==> src/common/div_types_pkg.sv <==
`default_nettype none

package div_types_pkg;

  // Operand widths.
  localparam int DIVIDEND_W = 16;
  localparam int DIVISOR_W  = 8;

  // One divide request as presented at the top level.
  typedef struct packed {
    logic [DIVIDEND_W-1:0] dividend;
    logic [DIVISOR_W-1:0]  divisor;
  } div_req_t;

  // Result word; err marks divide by zero or quotient overflow.
  typedef struct packed {
    logic [DIVISOR_W-1:0] quotient;
    logic [DIVISOR_W-1:0] remainder;
    logic                 err;
  } div_resp_t;

endpackage

`default_nettype wire

==> src/common/div_cell_pkg.sv <==
`default_nettype none

package div_cell_pkg;

  // Truth table of one cell output, bit n is the output for input index n.
  // The index is {x, y, borrow_in}, so x is the most significant bit.
  typedef logic [7:0] cell_tt_t;

  // Exact full subtractor, difference is x ^ y ^ bin.
  localparam cell_tt_t EXACT_DIFF_TT = 8'h96;

  // Exact borrow, set for ~x & y or for x == y with a borrow in.
  localparam cell_tt_t EXACT_BORROW_TT = 8'h8E;

  // Approximate difference.
  // High for every input except all zeros.
  localparam cell_tt_t APPROX_DIFF_TT = 8'hFE;

  // Approximate borrow.
  // High for indices 0, 1, 3, 4, 5 and 7.
  localparam cell_tt_t APPROX_BORROW_TT = 8'hBB;

endpackage

`default_nettype wire

==> src/divider/div_cell.sv <==
`default_nettype none

module div_cell #(
  parameter int APPROX = 0
) (
  input  logic x,
  input  logic y,
  input  logic borrow_in,
  input  logic restore_n,
  output logic rem_out,
  output logic borrow_out
);

  localparam div_cell_pkg::cell_tt_t DIFF_TT =
    (APPROX != 0) ? div_cell_pkg::APPROX_DIFF_TT : div_cell_pkg::EXACT_DIFF_TT;
  localparam div_cell_pkg::cell_tt_t BORROW_TT =
    (APPROX != 0) ? div_cell_pkg::APPROX_BORROW_TT : div_cell_pkg::EXACT_BORROW_TT;

  logic [2:0] idx;
  logic       diff;

  assign idx        = {x, y, borrow_in};
  assign diff       = DIFF_TT[idx];
  assign borrow_out = BORROW_TT[idx];

  // Restore the partial remainder when the row does not subtract.
  assign rem_out = restore_n ? diff : x;

endmodule

`default_nettype wire

==> src/divider/div_array.sv <==
`default_nettype none

module div_array #(
  parameter int APPROX_ROWS = 4
) (
  input  div_types_pkg::div_req_t req,
  output logic [7:0]              quotient,
  output logic [7:0]              remainder
);

  localparam int W   = div_types_pkg::DIVISOR_W;
  localparam int TOP = div_types_pkg::DIVIDEND_W - 1;

  // Row i resolves quotient bit i; row W-1 works first on the dividend.
  // Each cell keeps its own nets so the borrow chain stays bit-level.
  for (genvar i = 0; i < W; i++) begin : g_row
    logic q_bit;

    for (genvar j = 0; j < W; j++) begin : g_col
      logic x_in;
      logic b_in;
      logic rem;
      logic b_out;

      if (j == 0) begin : g_lsb
        // Column 0 brings in the next dividend bit.
        assign x_in = req.dividend[i];
        assign b_in = 1'b0;
      end else begin : g_chain
        assign b_in = g_col[j-1].b_out;
        if (i == W - 1) begin : g_first_row
          assign x_in = req.dividend[W-1+j];
        end else begin : g_inner_row
          // Shifted partial remainder from the row above.
          assign x_in = g_row[i+1].g_col[j-1].rem;
        end
      end

      div_cell #(
        .APPROX (i < APPROX_ROWS ? 1 : 0)
      ) u_cell (
        .x          (x_in),
        .y          (req.divisor[j]),
        .borrow_in  (b_in),
        .restore_n  (q_bit),
        .rem_out    (rem),
        .borrow_out (b_out)
      );
    end

    // Subtract if the bit shifted out is set or the row did not borrow.
    if (i == W - 1) begin : g_q_first
      assign q_bit = req.dividend[TOP] | ~g_col[W-1].b_out;
    end else begin : g_q_inner
      assign q_bit = g_row[i+1].g_col[W-1].rem | ~g_col[W-1].b_out;
    end

    assign quotient[i] = q_bit;
  end

  // Final remainder is the output of the last row.
  for (genvar j = 0; j < W; j++) begin : g_rem
    assign remainder[j] = g_row[0].g_col[j].rem;
  end

endmodule

`default_nettype wire

==> src/source/div_operand_stage.sv <==
`default_nettype none

module div_operand_stage (
  input  logic                    clk,
  input  logic                    rst_n,
  input  logic                    in_valid,
  input  div_types_pkg::div_req_t in_req,
  output logic                    stage_valid,
  output div_types_pkg::div_req_t stage_req,
  output logic                    stage_err
);

  localparam int W   = div_types_pkg::DIVISOR_W;
  localparam int TOP = div_types_pkg::DIVIDEND_W - 1;

  logic div_zero;
  logic overflow;

  assign div_zero = (in_req.divisor == '0);

  // Quotient would not fit in W bits.
  assign overflow = (in_req.dividend[TOP -: W] >= in_req.divisor);

  always_ff @(posedge clk or negedge rst_n) begin
    if (!rst_n) begin
      stage_valid <= 1'b0;
      stage_req   <= '0;
      stage_err   <= 1'b0;
    end else begin
      stage_valid <= in_valid;
      if (in_valid) begin
        stage_req <= in_req;
        stage_err <= div_zero | overflow;
      end
    end
  end

endmodule

`default_nettype wire

==> src/source/div_result_stage.sv <==
`default_nettype none

module div_result_stage (
  input  logic                     clk,
  input  logic                     rst_n,
  input  logic                     stage_valid,
  input  logic                     stage_err,
  input  logic [7:0]               quotient,
  input  logic [7:0]               remainder,
  output logic                     out_valid,
  output div_types_pkg::div_resp_t out_resp
);

  div_types_pkg::div_resp_t resp_next;

  // Error response is all ones quotient and zero remainder.
  always_comb begin
    if (stage_err) begin
      resp_next.quotient  = 8'hFF;
      resp_next.remainder = 8'h00;
      resp_next.err       = 1'b1;
    end else begin
      resp_next.quotient  = quotient;
      resp_next.remainder = remainder;
      resp_next.err       = 1'b0;
    end
  end

  always_ff @(posedge clk or negedge rst_n) begin
    if (!rst_n) begin
      out_valid <= 1'b0;
      out_resp  <= '0;
    end else begin
      out_valid <= stage_valid;
      if (stage_valid) begin
        out_resp <= resp_next;
      end
    end
  end

endmodule

`default_nettype wire

==> src/source/approx_divider_top.sv <==
`default_nettype none

module approx_divider_top #(
  parameter int APPROX_ROWS = 4
) (
  input  logic                     clk,
  input  logic                     rst_n,
  input  logic                     in_valid,
  input  div_types_pkg::div_req_t  in_req,
  output logic                     out_valid,
  output div_types_pkg::div_resp_t out_resp
);

  logic                    stage_valid;
  logic                    stage_err;
  div_types_pkg::div_req_t stage_req;
  logic [7:0]              arr_quotient;
  logic [7:0]              arr_remainder;

  div_operand_stage u_operand (
    .clk         (clk),
    .rst_n       (rst_n),
    .in_valid    (in_valid),
    .in_req      (in_req),
    .stage_valid (stage_valid),
    .stage_req   (stage_req),
    .stage_err   (stage_err)
  );

  // Array settles between the two register stages.
  div_array #(
    .APPROX_ROWS (APPROX_ROWS)
  ) u_array (
    .req       (stage_req),
    .quotient  (arr_quotient),
    .remainder (arr_remainder)
  );

  div_result_stage u_result (
    .clk         (clk),
    .rst_n       (rst_n),
    .stage_valid (stage_valid),
    .stage_err   (stage_err),
    .quotient    (arr_quotient),
    .remainder   (arr_remainder),
    .out_valid   (out_valid),
    .out_resp    (out_resp)
  );

endmodule

`default_nettype wire

==> config.mk <==
export PLATFORM = sky130hd
export DESIGN_NAME = approx_divider_top
export DESIGN_NICKNAME = d
export VERILOG_FILES = /design/src/common/div_types_pkg.sv /design/src/common/div_cell_pkg.sv /design/src/divider/div_cell.sv /design/src/divider/div_array.sv /design/src/source/div_operand_stage.sv /design/src/source/div_result_stage.sv /design/src/source/approx_divider_top.sv
export SDC_FILE = /design/constraint.sdc
export NUM_CORES = 1
export LEC_CHECK = 0
export ABC_AREA = 1
export BUFFER_PORTS_ARGS = -buffer_cell sky130_fd_sc_hd__buf_2
export CAP_MARGIN = 30
export CORE_UTILIZATION = 65
export CTS_BUF_LIST = sky130_fd_sc_hd__clkbuf_8
export CTS_CLUSTER_DIAMETER = 120
export DETAILED_ROUTE_END_ITERATION = 12
export PLACE_DENSITY = 0.86
export SETUP_SLACK_MARGIN = 0.4
export SLEW_MARGIN = 20
export SYNTH_ARGS = -nofsm -noshare
export SYNTH_HDL_FRONTEND = slang
export SYNTH_SLANG_ARGS = --single-unit
==> constraint.sdc <==
create_clock -name clk -period 37.3 [get_ports clk]
set_input_delay 1.865 -clock clk [delete_from_list [all_inputs] [get_ports clk]]
set_output_delay 1.865 -clock clk [all_outputs]
set_load 0.05 [all_outputs]
## Word-level counts from Yosys, hierarchy flattened

Memory sizes are Yosys's and may differ from the RTL's.
Cells that the tools add are included.

- Bitwise logic cells: 17
- Reductions and logical operators: 1
- Magnitude comparators: 65
- Mux-type cells: 209

Operators by type and width:

| cell | number |
|---|---|
| 3-bit by 4-bit less-than comparator with 1-bit output (second input constant) | 64 |
| 1-bit two-way mux | 192 |
| 1-bit binary-select mux with 2-bit select | 16 |
| 17-bit two-way mux | 1 |
| 1-bit OR | 9 |
| 8-bit >= comparator | 1 |
| 8-bit zero test | 1 |
| 1-bit inverter | 8 |

- Memories: 112
- Output and inout bits: 18
- Memory bits (read-only): 896
- Logic and storage cells: 412
- Flip-flop bits (word level): 44
- Input bits: 27

Memories:

| memory | depth | width | rd ports | clocked after Yosys merged registers in | wr ports | RTL line | source |
|---|---|---|---|---|---|---|---|
| (name not given) | 8 | 1 | 1 | 0 | 0 | div_cell.sv:24 | `assign borrow_out = BORROW_TT[idx];` |
| (name not given) | 8 | 1 | 1 | 0 | 0 | div_cell.sv:23 | `assign diff = DIFF_TT[idx];` |
| (name not given) | 8 | 1 | 1 | 0 | 0 | div_cell.sv:24 |  |
| (name not given) | 8 | 1 | 1 | 0 | 0 | div_cell.sv:23 |  |
| (name not given) | 8 | 1 | 1 | 0 | 0 | div_cell.sv:24 |  |
| (name not given) | 8 | 1 | 1 | 0 | 0 | div_cell.sv:23 |  |
| 106 more memories | -- | -- | -- | -- | -- | -- |  |

## Longest topological paths before layout

- Depth after elaboration: 139
- Gate-level depth with buffers: 123
- Mapped depth without buffers: 121

## Modules after synthesis

A second synthesis with hierarchy kept.

- Cells, all modules: 795
- Area, all modules: 4874.7 um^2

Modules (own cells, without submodules):

| module | cells an instance | sequential area each (um^2) | instances | area an instance (um^2) |
|---|---|---|---|---|
| div_cell at u_array.g_row[4].g_col[0].u_cell ... | 12 | 0.0 | 32 | 65.1 |
| div_operand_stage | 145 | 650.6 | 1 | 1262.5 |
| div_result_stage | 73 | 450.4 | 1 | 705.7 |
| div_cell at u_array.g_row[0].g_col[0].u_cell ... | 5 | 0.0 | 32 | 20.0 |
| div_array | 33 | 0.0 | 1 | 183.9 |

## Worst setup path before layout

No wires, ideal clock.

- Kind: reg-to-reg
- Start point: reg, netlist name u_operand.stage_req[0]
- End point: reg, netlist name u_result.out_resp[8]
- Setup time: 0.118 ns
- Setup slack: 23.644 ns
- Period minus slack after synthesis: 13.656 ns
- Data required time: 37.182 ns
- Path buffers: 2
- Stages on the path, launching flop included: 118
- Arrival: 13.538 ns
- Cell sequence: dfrtp_1 ha_1 inv_1 ha_1 o21ai_0 inv_1 ha_1 o21ai_0 inv_1 ha_1 o21ai_0 inv_1 ha_1 o21ai_0 inv_1 ha_1 o21ai_0 inv_1 [82 not listed] nand2_1 o21a_1 inv_1 ha_1 inv_1 nand2_1 nand2_1 nand2_2 nand2_2 nand2_4 nand2_1 nand2_2 a21oi_2 nand2_4 nand2_1 nand2_1 nand2_1 nand2_1

- Cells in the longest elaborated chain, start to end: 139
- Elaborated cells between the ends (all ways): 316
- Classes of those cells: 194 x mux; 16 x bitwise; 106 x memory

Ends and longest elaborated chain:

| item | RTL line | source |
|---|---|---|
| 1-bit binary-select mux with 2-bit select | div_cell.sv:24 |  |
| 1-bit two-way mux (not written as such) | div_cell.sv:24 |  |
| memory 8 x 1 bit | -- |  |
| 1-bit two-way mux (not written as such) | div_cell.sv:24 |  |
| memory 8 x 1 bit | -- |  |
| 1-bit two-way mux (not written as such) | div_cell.sv:24 |  |
| memory 8 x 1 bit | -- |  |
| 1-bit two-way mux (not written as such) | div_cell.sv:24 |  |
| [123 not listed] | -- |  |
| memory 8 x 1 bit | -- |  |
| 1-bit two-way mux (not written as such) | div_cell.sv:24 |  |
| memory 8 x 1 bit | -- |  |
| 1-bit two-way mux (not written as such) | div_cell.sv:24 |  |
| 1-bit inverter | div_array.sv:55 | `assign q_bit = g_row[i+1].g_col[W-1].rem \| ~g_col[W-1].b_out;` |
| 1-bit OR | div_array.sv:55 |  |
| 1-bit two-way mux * | div_cell.sv:27 | `assign rem_out = restore_n ? diff : x;` |
| 17-bit two-way mux * | div_result_stage.sv:18 | `if (stage_err) begin` |

Mark *: on every way between the ends. The rest lies on a longest branch, timed or not. The select of a mux whose other input is x is not followed.
A chain may end at the register's enable or synchronous reset.

## Worst setup path after layout

- Start point: reg, netlist name u_operand.stage_req[0]
- End point: reg, netlist name u_result.out_resp[8]

- Cells in the longest elaborated chain, start to end: 139
- Elaborated cells between the ends (all ways): 316
- Classes of those cells: 194 x mux; 16 x bitwise; 106 x memory

Ends and longest elaborated chain:

| item | RTL line |
|---|---|
| 1-bit binary-select mux with 2-bit select | div_cell.sv:24 |
| 1-bit two-way mux (not written as such) | div_cell.sv:24 |
| memory 8 x 1 bit | -- |
| 1-bit two-way mux (not written as such) | div_cell.sv:24 |
| memory 8 x 1 bit | -- |
| 1-bit two-way mux (not written as such) | div_cell.sv:24 |
| memory 8 x 1 bit | -- |
| 1-bit two-way mux (not written as such) | div_cell.sv:24 |
| [123 not listed] | -- |
| memory 8 x 1 bit | -- |
| 1-bit two-way mux (not written as such) | div_cell.sv:24 |
| memory 8 x 1 bit | -- |
| 1-bit two-way mux (not written as such) | div_cell.sv:24 |
| 1-bit inverter | div_array.sv:55 |
| 1-bit OR | div_array.sv:55 |
| 1-bit two-way mux * | div_cell.sv:27 |
| 17-bit two-way mux * | div_result_stage.sv:18 |

Marked as above.

==> summary.txt <==
Setup path
  – Worst r2r path cells: 114
  – Startpoint Class: register
  – Crit path capture type: register
  – Slowest stage delay, CP: 0.56 ns
  – Crit-path slowest cell: dfrtp_1
  – Worst path bufs/invs: 26
  – WP depth: 114
  – CP arrival: 16.06 ns
  – Crit-path max FO: 16
  – Worst Path Required: 37.49 ns
  – Setup CP Type: register to register
  – Largest delay share family, worst path: compound AO/OA/AOI/OAI gates

Timing
  – Crit share post-route: 42.5%
  – Setup TNS: 0 ns
  – Fmax: approximately 63 MHz
  – Max-slew headroom: 42.0%
  – Worst-Margin Slew: between 0.8 and 0.9 ns
  – Fin. Hold Viols: 0
  – RSZ-0062 raised after global routing: false
  – Fin. max-slew vios: 0
  – # setup viols final: 0
  – Setup ws final: about 21 ns
  – Layout Skew: 0.00427 ns
  – Final Critical Period: 15.87 ns

Global routing
  – Largest net degree at the start of global routing: 48
  – Vias in the first global route: 3509
  – GRT Total Usage: 28.8%
  – Total grt overflow: 0
  – Global-route wire length before repair: 14900 µm
  – Initial antenna violation count: 0

Clock tree
  – Post-CTS sizing: 0
  – Hold_buf cts: 0
  – Setup Buffers After CTS: 0
  – CTS tree: built
  – H-tree Lvls: 2
  – Clock Latency Late Sink: just under 0.3 ns
  – Clock sinks: 44
  – CTS Buf Count: 5
  – Maximum root-to-sink buffer count: 2
  – Root Buffer: clkbuf_8
  – Reg clk slew, reported paths: 0.08 ns

Pwr
  – PD cells: approximately 94 nW/µm²
  – Static leakage: 2.53 nW
  – Max VDD drop: 0.108 mV

Logic synthesis
  – Syn_area_per_cell: a little over 7 µm²
  – Synth Area in Simple Gates: 26.9%
  – Synth area leader: dfrtp_1
  – Multiplexer share of the synthesized area: 0%
  – Post-synth design cell area: 4110 µm²
  – Main combinational cell family by area after synthesis: simple AND/OR/NAND/NOR gates
  – FFs w/ async S/R, synth: 100%
  – Syn. warnings: 0
  – Synth Area in Compound Gates: 12.0%
  – XOR/XNOR Fraction of Synth Area: 4.05%
  – Post-synthesis adder-cell area fraction: 20.7%
  – Syn nets: 662
  – Post-synthesis instance total: 567
  – Most numerous cell in the Yosys netlist: nand2_1
  – Top-area cell type share of the netlist area: 26.8%
  – Synth Flop Type: dfrtp_1
  – Sequential share of the synthesized area: 26.8%
  – Top cells by count, synth: nand2_1, inv_1, ha_1, dfrtp_1, o21ai_0
  – Yosys reg bits: 44
  – Post-synth EDFFs: 0
  – Netlist cell types: 32
  – Area contributors post-synth: dfrtp_1, ha_1, nand2_1

Floorplanning
  – Core area: 6030 µm²
  – Die area: about 6600 µm²
  – Core Rows: 28
  – Die Ht: 81.5 µm
  – DIE WIDTH: slightly above 80 µm
  – IO Pins: 45
  – Initial Utilization: just under 70%

Placed design
  – Placed Cells: roughly 680
  – DP Worst Slack: 21.82 ns
  – Final Wtd Congestion: between 0.8 and 0.9
  – I/O Buffers: 44
  – Dpl hpwl: 6770 µm

Routing
  – Vias/cell: 5.33
  – Post-route antenna net violation count: 0
  – Residual DRC: 0
  – Total number of vias: 3650
  – Initial DRC Count: approximately 160
  – Final WL: 8570 µm
  – Drt pass-1 iters: 4
  – Post-DR wirelength/cell: 12.5 µm

Hold path
  – HP Class: register to register
  – Hold Path Stages: 2

Cells and area
  – Fin util: roughly three quarters
  – Layout Nets: 704
  – Layout area overhead: 9.13%
  – Final Non-Filler Cells: 685
  – Layout cells sized above 1: 13.3%
  – Antenna diodes: 0

Outcome
  – Outcome: complete, no violations

Job
  – MaxCap Viol Count: 0
tightest hold or removal path, stage by stage, from the launching register on:
cell     delay (ns)
dfrtp_1        0.35
nand2_1        0.05
nand2_1        0.05
layout make-up:
type | count | area (µm²)
multi-input cells | 422 | 2610
fillers | 485 | 1540
flip-flops and latches | 44 | 1100
inverters | 92 | 347
repair buffers | 44 | 223
well taps | 75 | 93.8
clock buffers | 5 | 68.8
clock inverters | 3 | 38.8
where the power goes:
part | switching [mW] | leakage (nW) | internal, mW
registers | 0.00517 | 0.511 | 0.0539
logic | 0.213 | 1.96 | 0.116
clock network | 0.0158 | 0.0593 | 0.0196
total | 0.234 | 2.53 | 0.190
cell usage in the layout (no fill, tap or decap), drive strengths merged, types with 3 or more instances in the layout:
cell | netlist | final
xor2 | 9 | 9
o22ai | 5 | 5
o21ai | 37 | 37
clkinv | 2 | 3
clkbuf | 7 | 5
inv | 90 | 91
nand3 | 28 | 28
a21oi | 16 | 16
xnor2 | 10 | 10
nand4 | 5 | 5
o21a | 20 | 20
buf | 2 | 44
dfrtp | 44 | 44
nor2 | 9 | 9
nand2 | 208 | 208
ha | 68 | 68
layer usage:
layer	vias to the layer above	share of wire, %	track usage [%]
met4	0	3.3	11.1
li1	1868	-	-
met2	67	50	53.3
met3	26	2.7	3.89
met5	-	0	0
met1	1689	44	33.4
state kept, by name, summed over array words and instances (netlist names):
register and cells:
u_operand.stage_err 1, u_operand.stage_req 24, u_operand.stage_valid 1, u_result.out_resp 17, u_result.out_valid 1
stage by stage:
stage	power [mW]	hold slack, ns	instance area, µm²
after floorplan	0.327	0.352	4110
final	0.424	0.479	4490
after detailed placement	0.382	0.460	4380
after global placement	0.368	0.460	4380
after CTS	0.422	0.482	4480
after global routing	0.471	0.502	4490
cells by family after synthesis:
group / Yosys count
simple gates: 253
buf+inv: 101
compound gates: 82
fa+ha+maj: 68
flops: 44
xor+xnor: 19
worst paths after layout:
kind	startpoint	end	slack [ns]
worst max-delay path	u_operand.stage_req[0]$_DFFE_PN0P_	u_result.out_resp[8]$_DFFE_PN0P_	21.43
worst min-delay path	u_result.out_resp[3]$_DFFE_PN0P_	u_result.out_resp[3]$_DFFE_PN0P_	0.48
worst max register to register	u_operand.stage_req[0]$_DFFE_PN0P_	u_result.out_resp[8]$_DFFE_PN0P_	21.43
max in group asynchronous	rst_n	u_operand.stage_req[3]$_DFFE_PN0P_	35.36
min in group asynchronous	rst_n	u_result.out_resp[14]$_DFFE_PN0P_	1.55
worst min register to register	u_result.out_resp[3]$_DFFE_PN0P_	u_result.out_resp[3]$_DFFE_PN0P_	0.48
Note: power is estimated with default switching activity, not from simulation.
